[config.mk]
export PLATFORM = sky130hd
export DESIGN_NAME = uart
export DESIGN_NICKNAME = d
export VERILOG_FILES = /design/src/hw/uart_pkg.sv /design/src/hw/uart.sv /design/src/hw/uart_cmd_ctrl.sv /design/src/hw/uart_rx.sv /design/src/hw/uart_tx.sv
export SDC_FILE = /design/constraint.sdc
export NUM_CORES = 1
export LEC_CHECK = 0
export BUFFER_PORTS_ARGS = -buffer_cell sky130_fd_sc_hd__buf_4
export CAP_MARGIN = 40
export CORE_ASPECT_RATIO = 1.5
export CORE_MARGIN = 5
export CORE_UTILIZATION = 50
export CTS_BUF_LIST = sky130_fd_sc_hd__clkbuf_16
export CTS_CLUSTER_SIZE = 24
export DETAILED_ROUTE_END_ITERATION = 8
export PLACE_DENSITY = 0.79
export SYNTH_ARGS = -nofsm -noshare
export SYNTH_HDL_FRONTEND = slang
export SYNTH_SLANG_ARGS = --single-unit
[constraint.sdc]
create_clock -name clk -period 3.29 [get_ports clk]
set_input_delay 0.658 -clock clk [delete_from_list [all_inputs] [get_ports clk]]
set_output_delay 0.658 -clock clk [all_outputs]
set_load 0.005 [all_outputs]
[src/hw/uart_pkg.sv]
`default_nettype none

package uart_pkg;

  localparam int CMD_WIDTH       = 16;
  localparam int DATA_WIDTH      = 8;
  localparam int FRAME_BITS      = DATA_WIDTH + 3;  // start, data, parity, stop
  localparam int GAP_BITS        = 16;              // bit-times between write frames
  localparam int RD_TIMEOUT_BITS = 32;              // bit-times to wait for a reply start

  // byte view, in line order
  typedef struct packed {
    logic [CMD_WIDTH-DATA_WIDTH-1:0] hi;
    logic [DATA_WIDTH-1:0]           lo;
  } cmd_bytes_t;

  // field view
  typedef struct packed {
    logic                            wr;     // 1 = write
    logic [CMD_WIDTH-DATA_WIDTH-2:0] addr;
    logic [DATA_WIDTH-1:0]           wdata;
  } cmd_fields_t;

  typedef union packed {
    cmd_bytes_t  b;
    cmd_fields_t f;
  } cmd_t;

  typedef struct packed {
    logic                  start;
    logic [DATA_WIDTH-1:0] data;
  } tx_req_t;

  typedef struct packed {
    logic                  done;      // one-cycle pulse
    logic [DATA_WIDTH-1:0] data;
    logic                  frame_err;
  } rx_res_t;

  typedef struct packed {
    logic [DATA_WIDTH-1:0] data;
    logic                  err;
  } rd_resp_t;

endpackage

`default_nettype wire
[src/hw/uart.sv]
`timescale 1ns/10ps
`default_nettype none

module uart import uart_pkg::*; #(
  parameter int BR = 434   // clocks per bit
) (
  input  logic     clk,
  input  logic     rst_n,
  input  cmd_t     cmd_in,
  input  logic     cmd_vld,
  output logic     cmd_rdy,
  input  logic     rx,
  output logic     tx,
  output logic     read_rdy,
  output rd_resp_t read_resp
);

  tx_req_t tx_req;
  logic    tx_busy;
  rx_res_t rx_res;

  uart_cmd_ctrl #(
    .BR (BR)
  ) u_ctrl (
    .clk       (clk),
    .rst_n     (rst_n),
    .cmd_in    (cmd_in),
    .cmd_vld   (cmd_vld),
    .cmd_rdy   (cmd_rdy),
    .tx_req    (tx_req),
    .tx_busy   (tx_busy),
    .rx_res    (rx_res),
    .read_rdy  (read_rdy),
    .read_resp (read_resp)
  );

  uart_tx #(
    .BR (BR)
  ) u_tx (
    .clk     (clk),
    .rst_n   (rst_n),
    .tx_req  (tx_req),
    .tx_busy (tx_busy),
    .tx      (tx)
  );

  // receiver runs free, the sequencer picks the reply
  uart_rx #(
    .BR (BR)
  ) u_rx (
    .clk    (clk),
    .rst_n  (rst_n),
    .rx     (rx),
    .rx_res (rx_res)
  );

endmodule

`default_nettype wire

[src/hw/uart_cmd_ctrl.sv]
`timescale 1ns/10ps
`default_nettype none

module uart_cmd_ctrl import uart_pkg::*; #(
  parameter int BR = 434
) (
  input  logic     clk,
  input  logic     rst_n,
  input  cmd_t     cmd_in,
  input  logic     cmd_vld,
  output logic     cmd_rdy,
  output tx_req_t  tx_req,
  input  logic     tx_busy,
  input  rx_res_t  rx_res,
  output logic     read_rdy,
  output rd_resp_t read_resp
);

  localparam int GAP_CYC = GAP_BITS * BR;
  localparam int TO_CYC  = RD_TIMEOUT_BITS * BR;
  localparam int TW      = $clog2(TO_CYC + 1);

  typedef enum logic [2:0] {
    S_IDLE,
    S_FIRST,
    S_FIRST_WAIT,
    S_GAP,
    S_SECOND,
    S_SECOND_WAIT,
    S_REPLY,
    S_RESPOND
  } state_t;

  state_t   state;
  state_t   state_nx;
  cmd_t     cmd_q;
  rd_resp_t resp_q;
  logic [TW-1:0] tmr;   // gap timer and reply timeout share it
  logic     gap_end;
  logic     to_end;

  assign gap_end = (tmr == TW'(GAP_CYC - 1));
  assign to_end  = (tmr == TW'(TO_CYC - 1));

  assign cmd_rdy   = (state == S_IDLE);
  assign read_rdy  = (state == S_RESPOND);
  assign read_resp = resp_q;

  // byte view drives the line
  assign tx_req = '{start: (state == S_FIRST) || (state == S_SECOND),
                    data:  (state == S_SECOND) ? cmd_q.b.lo : cmd_q.b.hi};

  always_comb
  begin
    state_nx = state;
    case (state)
      S_IDLE:
        if (cmd_vld)
          state_nx = S_FIRST;
      S_FIRST:
        state_nx = S_FIRST_WAIT;
      S_FIRST_WAIT:
        if (!tx_busy)
          state_nx = cmd_q.f.wr ? S_GAP : S_REPLY;
      S_GAP:
        if (gap_end)
          state_nx = S_SECOND;
      S_SECOND:
        state_nx = S_SECOND_WAIT;
      S_SECOND_WAIT:
        if (!tx_busy)
          state_nx = S_IDLE;
      S_REPLY:
        if (rx_res.done || to_end)
          state_nx = S_RESPOND;
      S_RESPOND:
        state_nx = S_IDLE;
      default:
        state_nx = S_IDLE;
    endcase
  end

  always_ff @(posedge clk or negedge rst_n)
  begin
    if (!rst_n)
    begin
      state <= S_IDLE;
      tmr   <= '0;
    end
    else
    begin
      state <= state_nx;
      if (state == S_GAP || state == S_REPLY)
        tmr <= tmr + 1'b1;
      else
        tmr <= '0;
    end
  end

  always_ff @(posedge clk)
  begin
    if (state == S_IDLE && cmd_vld)
      cmd_q <= cmd_in;
    if (state == S_REPLY)
    begin
      if (rx_res.done)
        resp_q <= '{data: rx_res.data, err: rx_res.frame_err};
      else if (to_end)
        resp_q <= '{data: '0, err: 1'b1};  // no start bit in time
    end
  end

endmodule

`default_nettype wire

[src/hw/uart_rx.sv]
`timescale 1ns/10ps
`default_nettype none

module uart_rx import uart_pkg::*; #(
  parameter int BR = 434
) (
  input  logic    clk,
  input  logic    rst_n,
  input  logic    rx,
  output rx_res_t rx_res
);

  localparam int CW = (BR > 1) ? $clog2(BR) : 1;

  logic                  rx_s1;
  logic                  rx_s2;
  logic                  rx_d;       // previous synchronized level, for edge detect
  logic                  busy;
  logic [CW-1:0]         br_cnt;     // counts down to the next sample
  logic [3:0]            bit_idx;
  logic [DATA_WIDTH-1:0] shreg;
  logic                  par;
  logic                  par_err;
  logic                  done_q;
  logic                  err_q;

  assign rx_res = '{done: done_q, data: shreg, frame_err: err_q};

  always_ff @(posedge clk or negedge rst_n)
  begin
    if (!rst_n)
    begin
      rx_s1 <= 1'b1;
      rx_s2 <= 1'b1;
      rx_d  <= 1'b1;
    end
    else
    begin
      rx_s1 <= rx;
      rx_s2 <= rx_s1;
      rx_d  <= rx_s2;
    end
  end

  always_ff @(posedge clk or negedge rst_n)
  begin
    if (!rst_n)
    begin
      busy    <= 1'b0;
      br_cnt  <= '0;
      bit_idx <= '0;
      par     <= 1'b0;
      par_err <= 1'b0;
      done_q  <= 1'b0;
      err_q   <= 1'b0;
    end
    else
    begin
      done_q <= 1'b0;
      if (!busy)
      begin
        if (rx_d && !rx_s2)
        begin
          busy    <= 1'b1;
          br_cnt  <= CW'(BR / 2 - 1);  // first sample at mid start bit
          bit_idx <= '0;
          par     <= 1'b0;
        end
      end
      else if (br_cnt != '0)
      begin
        br_cnt <= br_cnt - 1'b1;
      end
      else
      begin
        br_cnt  <= CW'(BR - 1);
        bit_idx <= bit_idx + 4'd1;
        if (bit_idx == 4'd0)
        begin
          if (rx_s2)
            busy <= 1'b0;  // glitch, not a start bit
        end
        else if (bit_idx <= 4'(DATA_WIDTH))
        begin
          par <= par ^ rx_s2;
        end
        else if (bit_idx == 4'(DATA_WIDTH + 1))
        begin
          par_err <= par ^ rx_s2;
        end
        else
        begin
          busy   <= 1'b0;
          done_q <= 1'b1;
          err_q  <= par_err | ~rx_s2;  // parity or low stop bit
        end
      end
    end
  end

  // data bits shift in lsb first
  always_ff @(posedge clk)
  begin
    if (busy && br_cnt == '0 && bit_idx >= 4'd1 && bit_idx <= 4'(DATA_WIDTH))
      shreg <= {rx_s2, shreg[DATA_WIDTH-1:1]};
  end

endmodule

`default_nettype wire

[src/hw/uart_tx.sv]
`timescale 1ns/10ps
`default_nettype none

module uart_tx import uart_pkg::*; #(
  parameter int BR = 434
) (
  input  logic    clk,
  input  logic    rst_n,
  input  tx_req_t tx_req,
  output logic    tx_busy,
  output logic    tx
);

  localparam int CW = (BR > 1) ? $clog2(BR) : 1;

  logic [CW-1:0]         br_cnt;
  logic [3:0]            bit_idx;
  logic [FRAME_BITS-1:0] shreg;    // stop, parity, data, start; lsb leaves first
  logic                  bit_end;

  assign bit_end = (br_cnt == CW'(BR - 1));

  // line follows the shift register lsb, which is all ones when idle
  assign tx = shreg[0];

  always_ff @(posedge clk or negedge rst_n)
  begin
    if (!rst_n)
    begin
      tx_busy <= 1'b0;
      br_cnt  <= '0;
      bit_idx <= '0;
      shreg   <= '1;
    end
    else if (!tx_busy)
    begin
      if (tx_req.start)
      begin
        tx_busy <= 1'b1;
        br_cnt  <= '0;
        bit_idx <= '0;
        shreg   <= {1'b1, ^tx_req.data, tx_req.data, 1'b0};  // even parity
      end
    end
    else if (bit_end)
    begin
      br_cnt <= '0;
      shreg  <= {1'b1, shreg[FRAME_BITS-1:1]};
      if (bit_idx == 4'(FRAME_BITS - 1))
      begin
        tx_busy <= 1'b0;  // last clock of the stop bit
        bit_idx <= '0;
      end
      else
      begin
        bit_idx <= bit_idx + 4'd1;
      end
    end
    else
    begin
      br_cnt <= br_cnt + 1'b1;
    end
  end

endmodule

`default_nettype wire

==> results of run 1 <==
==> layout by cell type (no fill, tap or decap), types with 2 or more instances in the layout <==
| cell | count |
|---|---|
| nor2b_1 | 4 |
| a21o_1 | 3 |
| nor3b_1 | 2 |
| ha_1 | 10 |
| nor2_1 | 36 |
| nand3_1 | 7 |
| dfrtp_1 | 49 |
| buf_4 | 33 |
| and4_1 | 3 |
| clkinv_2 | 2 |
| clkinv_1 | 2 |
| o21ai_1 | 8 |
| o22ai_1 | 2 |
| inv_1 | 11 |
| edfxtp_1 | 33 |
| nor3b_2 | 2 |
| mux2i_1 | 13 |
| nor3_1 | 8 |
| a31oi_1 | 3 |
| or3_1 | 2 |
| nand2_1 | 38 |
| clkbuf_16 | 9 |
| xor2_1 | 11 |
| a21oi_1 | 24 |
| nand3b_1 | 2 |
| nor4bb_1 | 3 |
| nand4_1 | 4 |
| dfstp_2 | 13 |
| and3_1 | 14 |
| o32ai_1 | 2 |
| nand2b_1 | 6 |
| xnor2_1 | 24 |
| o21ai_0 | 24 |
| and2_1 | 10 |
| a22o_1 | 3 |
==> area by class of cell <==
cell class	instances	area [µm²]	area share (%)
sequential	95	2560	50.0
multi-input combinational	287	1840	36.0
timing repair buffer	33	248	4.84
clock buffer	9	225	4.40
tap	110	138	2.69
clock inverter	7	63.8	1.25
inverter	11	41.3	0.807
==> layer usage <==
metal / wire length [µm] / global-route usage (%) / vias to the layer above
met2: 4210 / 27.8 / 49
li1: - / - / 1494
met4: 189 / 7.59 / 0
met3: 247 / 3.70 / 17
met1: 3290 / 19.0 / 1535
met5: 0 / 0 / -
==> through the flow <==
step           worst slack [ns]  util (%)  cell area, µm²
2_1_floorplan              1.10         -            4510
3_3_place_gp               1.22      54.6            4820
3_5_place_dp               1.17      54.6            4820
4_1_cts                    1.17      57.9            5110
5_1_grt                    1.02      57.9            5110
6_report                   1.15      57.9            5110
==> state kept, by name, summed over array words and instances (netlist names), 3 cells and up <==
signal	cells
u_ctrl.cmd_q	16
u_ctrl.read_resp	9
u_ctrl.state	3
u_ctrl.tmr	14
u_rx.bit_idx	4
u_rx.br_cnt	9
u_rx.shreg	8
u_tx.bit_idx	4
u_tx.br_cnt	9
u_tx.shreg	10
==> path summary, 6_finish.rpt <==
kind	start	end	depth (start not counted)
min reg2reg	u_rx.rx_s1$_DFF_PN1_	u_rx.rx_s2$_DFF_PN1_	0
max in group asynchronous	rst_n	u_ctrl.state[0]$_DFFE_PN0P_	1
max	u_tx.br_cnt[6]$_DFFE_PN0P_	u_tx.bit_idx[2]$_DFFE_PN0P_	5
min	u_rx.rx_s1$_DFF_PN1_	u_rx.rx_s2$_DFF_PN1_	0
max reg2reg	u_tx.br_cnt[6]$_DFFE_PN0P_	u_tx.bit_idx[2]$_DFFE_PN0P_	5
min in group asynchronous	rst_n	u_tx.bit_idx[1]$_DFFE_PN0P_	1
==> where the power goes <==
part | total, W | internal, W | switching [W]
Combinational | 0.000679 | 0.000321 | 0.000357
Sequential | 0.00170 | 0.00148 | 0.000227
Clock | 0.00101 | 0.000582 | 0.000423
==> logic make-up (layout without fill, tap and decap cells) <==
| family | after synthesis | after routing | synth area share [%] |
|---|---|---|---|
| adder cells (fa/ha/maj) | 10 | 10 | 2.77 |
| flip-flops | 95 | 95 | 56.7 |
| multiplexers | 13 | 13 | 2.88 |
| XOR/XNOR | 35 | 35 | 6.79 |
| AND/OR/NAND/NOR | 148 | 148 | 17.2 |
| AO/OA/AOI/OAI | 81 | 81 | 10.9 |
| buffers and inverters | 27 | 60 | 2.77 |
==> qor.csv, run 1 <==
metric,value,unit
Final ANT Viol Nets,0,
top-area cell type share of the netlist area,27.2,%
initial antenna violation count,0,
most frequent cells after synthesis,"dfrtp_1, nand2_1, nor2_1, edfxtp_1",
Congestion Overflow GR,0,
DRC viols,0,
Hold Buf Count CTS,0,
worst hold path class,reg -> reg,
share of cells above drive strength 1,15.6,%
H-tree Lvls,3,
Synth area leader,dfrtp_1,
CP Class,reg -> reg,
# diodes,0,
worst-path cell chain,or4b_4 > o21ai_4 > nand2_2 > o21bai_1 > a21o_1,
PortBufs,31,
status,"finished, final reports clean",
"FFs w/ async S/R, synth",65.3,%
GP Congestion,0.782,
syn nets,439,
Main synth FF type,dfrtp_1,
Via density,5.61,
number of global-route vias before repair,3150,
first-pass GRT wire length,14.2,mm
DR iter-0 viols,217,
#FFs+latches synth,95,
TritonCTS buffer count,9,
WL/cell,14.4,µm
final setup TNS,0,ns
Critical Path AT,2.37,ns
Clock transition at path regs,0.06,ns
"Avg Cell Area, Syn",11.0,µm²
vias post-DR,3095,
CP bufs+invs,0,
CTS Root Cell,clkbuf_16,
Power Total,0.00339,W
top-count cell post-synth,dfrtp_1,
"Data required, critical path",3.52,ns
Final Hold Vio Count,0,
Leak,2.10,nW
kind of cell adding the most delay to the critical path,simple AND/OR/NAND/NOR gates,
Max Cap Viol,0,
Yosys cell types,54,
post_cts resized,0,
synthesized area,4510,µm²
RSZ-0062 raised after global routing,false,
Post-Place Cells,536,
row count,42,
CP peak stage delay,0.58,ns
min Tclk post-route,2.14,ns
CTS tree,done,
crit-path max FO,21,
clock buffer depth,2,
register area share after synthesis,56.7,%
maximum VDD drop,0.000454,V
Post-Syn Instances,409,
Final setup viols,0,
largest cells by area after synthesis,"dfrtp_1, edfxtp_1, dfstp_2",
Detail Placement HPWL,5.72,mm
final period utilization,64.9,%
Worst-Margin Slew,0.879,ns
Die H,126,µm
Initial Util,51.1,%
Worst Hold Slack,0.359,ns
"non-filler cells, final",552,
final wirelength,7.94,mm
core area,8830,µm²
drt first pass iters,4,
Slew headroom,40.9,%
Final #Nets,467,
clock sink total,95,
"Clk Latency, worst-skew pair",0.34,ns
postcts setup bufs,0,
fin. max-slew vios,0,
CP max-delay cell,or4b_4,
Ports,32,
GRT Util Overall,16.2,%
Die Width,87.6,µm
die area,11100,µm²
Syn. warnings,0,
Critical Path Source Type,flop,
fillers,748,
R2R setup slack,1.15,ns
clk_skew,0.00549,ns
Area Overhead vs Synth,13.3,%
largest net degree at the start of global routing,63,
Peak Freq,0.468,GHz
CP Capture Type,flop,
Pwr Density,662,nW/µm²
Post-synth EDFFs,33,
Note: power is estimated with default switching activity, not from simulation.
==> run 2: changes to the inputs <==
Clock period 3.29 ns to 2.1 ns, I/O delays scaled along.
==> run 2 against run 1 <==
  * Wire length decreased by 0.52%
  * Combinational power increased by 66%
  * Sequential power increased by 55%
  * Final area increased by 2.1%
  * Register-to-register slack got worse by 0.96 ns
  * First-iteration DRC count increased by 12%
  * Core utilization increased by 1.2 points
  * Setup slack got worse by 0.96 ns
  * Largest cell class unchanged
==> qor.csv, run 2 (synthesis gave the netlist of run 1 again) <==
metric,value,unit,change
clk_skew,0.00788,ns,+0.00239 ns
Final Hold Vio Count,0,,unchanged
TritonCTS buffer count,9,,unchanged
Area Overhead vs Synth,15.7,%,
maximum VDD drop,0.000697,V,+53%
fin. max-slew vios,0,,unchanged
Max Cap Viol,0,,unchanged
Die H,126,µm,unchanged
GRT Util Overall,16.1,%,-0.11 points
H-tree Lvls,3,,unchanged
Via density,5.46,,-2.6%
Congestion Overflow GR,0,,unchanged
"worst slack, placed",0.232,ns,-0.938 ns
Slew headroom,65.5,%,+25 points
Final ANT Viol Nets,0,,unchanged
Clock transition at path regs,0.06,ns,about the same
final wirelength,7.89,mm,-0.52%
# diodes,0,,unchanged
RSZ-0062 raised after global routing,false,,
Pwr Density,1050,nW/µm²,+59%
min Tclk post-route,1.91,ns,-0.230 ns
Initial Util,51.1,%,unchanged
"non-filler cells, final",560,,+1.4%
Largest register FFs,16,,unchanged
fillers,710,,-5.1%
share of cells above drive strength 1,17.3,%,+1.7 points
row count,42,,unchanged
post_cts resized,0,,unchanged
GP Congestion,0.756,,-3.3%
postcts setup bufs,0,,unchanged
Critical Path AT,2.13,ns,-0.24 ns
Reg2Reg Depth,6,,+1
final setup TNS,0,ns,unchanged
number of global-route vias before repair,3145,,-0.16%
Worst-Margin Slew,0.516,ns,-0.363 ns
Leak,2.15,nW,+2.6%
core area,8830,µm²,unchanged
"commonest non-fill, non-tap cell in the layout",dfrtp_1,,
CP Class,reg -> reg,,
"Clk Latency, worst-skew pair",0.35,ns,about the same
CP Capture Type,flop,,
top flop regs,"u_ctrl.cmd_q (16), u_ctrl.tmr (14), u_tx.shreg (10)",,
die area,11100,µm²,unchanged
DR iter-0 viols,243,,+12%
CTS tree,done,,
PortBufs,31,,unchanged
CTS Root Cell,clkbuf_16,,
Hold Buf Count CTS,0,,unchanged
Ports,32,,unchanged
"commonest cells after routing, fill and taps aside","dfrtp_1, buf_4, nand2_1",,
Largest Register,u_ctrl.cmd_q,,
worst hold path class,in -> async,,
Worst Hold Slack,0.0171,ns,-0.342 ns
"Data required, critical path",2.32,ns,-1.20 ns
initial antenna violation count,0,,unchanged
Die Width,87.6,µm,unchanged
final period utilization,90.7,%,+26 points
Peak Freq,0.525,GHz,+12%
largest net degree at the start of global routing,34,,-46%
vias post-DR,3057,,-1.2%
Detail Placement HPWL,5.70,mm,-0.22%
clock buffer depth,2,,unchanged
Post-Place Cells,544,,+1.5%
DRC viols,0,,unchanged
first-pass GRT wire length,14.0,mm,-1.6%
crit-path max FO,20,,-4.8%
clock sink total,95,,unchanged
final worst setup slack,0.194,ns,-0.960 ns
Critical Path Source Type,flop,,
fin util,59.1,%,+1.2 points
Final setup viols,0,,unchanged
drt first pass iters,4,,unchanged
WL/cell,14.1,µm,-1.9%
Final #Nets,475,,+1.7%
status,"finished, final reports clean",,
==> run 2: changes by cell type in the layout (fill, tap and decap cells not counted), sizes merged <==
| cell | before | now |
|---|---|---|
| buf | 33 | 41 |
| bufinv | 1 | 2 |
| clkinvlp | 1 | 2 |
| clkinv | 5 | 2 |
| inv | 11 | 12 |
==> run 2: final timing paths <==
| path | start | to | slack, ns |
|---|---|---|---|
| setup / recovery | u_tx.br_cnt[6]$_DFFE_PN0P_ | u_tx.bit_idx[3]$_DFFE_PN0P_ | 0.19 |
| hold / removal | rst_n | u_tx.bit_idx[3]$_DFFE_PN0P_ | 0.02 |
| setup reg to reg | u_tx.br_cnt[6]$_DFFE_PN0P_ | u_tx.bit_idx[3]$_DFFE_PN0P_ | 0.19 |
| hold reg to reg | u_rx.rx_s1$_DFF_PN1_ | u_rx.rx_s2$_DFF_PN1_ | 0.36 |
| max in group asynchronous | rst_n | u_rx.rx_d$_DFF_PN1_ | 1.50 |
| min in group clk | rx | u_rx.rx_s1$_DFF_PN1_ | 0.18 |
==> run 2: cell type report <==
class	instances	area, µm²	share of cell area, %
Tap cell	110	138	2.64
Clock buffer	9	225	4.32
Clock inverter	7	96.3	1.85
Sequential cell	95	2560	49.0
Multi-Input combinational cell	287	1840	35.2
Inverter	11	41.3	0.791
Timing Repair Buffer	41	320	6.14
==> run 2: where the power goes <==
group	internal (W)	switching [W]
clock network	0.00104	0.000695
registers	0.00231	0.000326
logic	0.000530	0.000599
==> run 2: per-stage QoR <==
stage	cell area [µm²]	power, W
after CTS	5220	0.00555
after global routing	5220	0.00585
after global placement	4900	0.00372
final	5220	0.00550
after detailed placement	4900	0.00380
after floorplan	4520	0.00346
==> run 2: worst max-delay path, stage by stage, from the launching register on <==
cell	delay, ns
dfrtp_1	0.43
or4b_4	0.58
o21ai_4	0.33
nand2_2	0.09
buf_4	0.21
nand2_1	0.07
o21ai_0	0.07
==> run 2: routing by layer <==
layer  share of wire, %  wire length, µm  track usage (%)  vias up
met5                  0                0                0        -
met4                2.3              178             7.50        0
met3                3.3              261             4.28       13
met2                 53             4200             26.5       47
met1                 41             3260             19.5     1483
li1                   -                -                -     1514
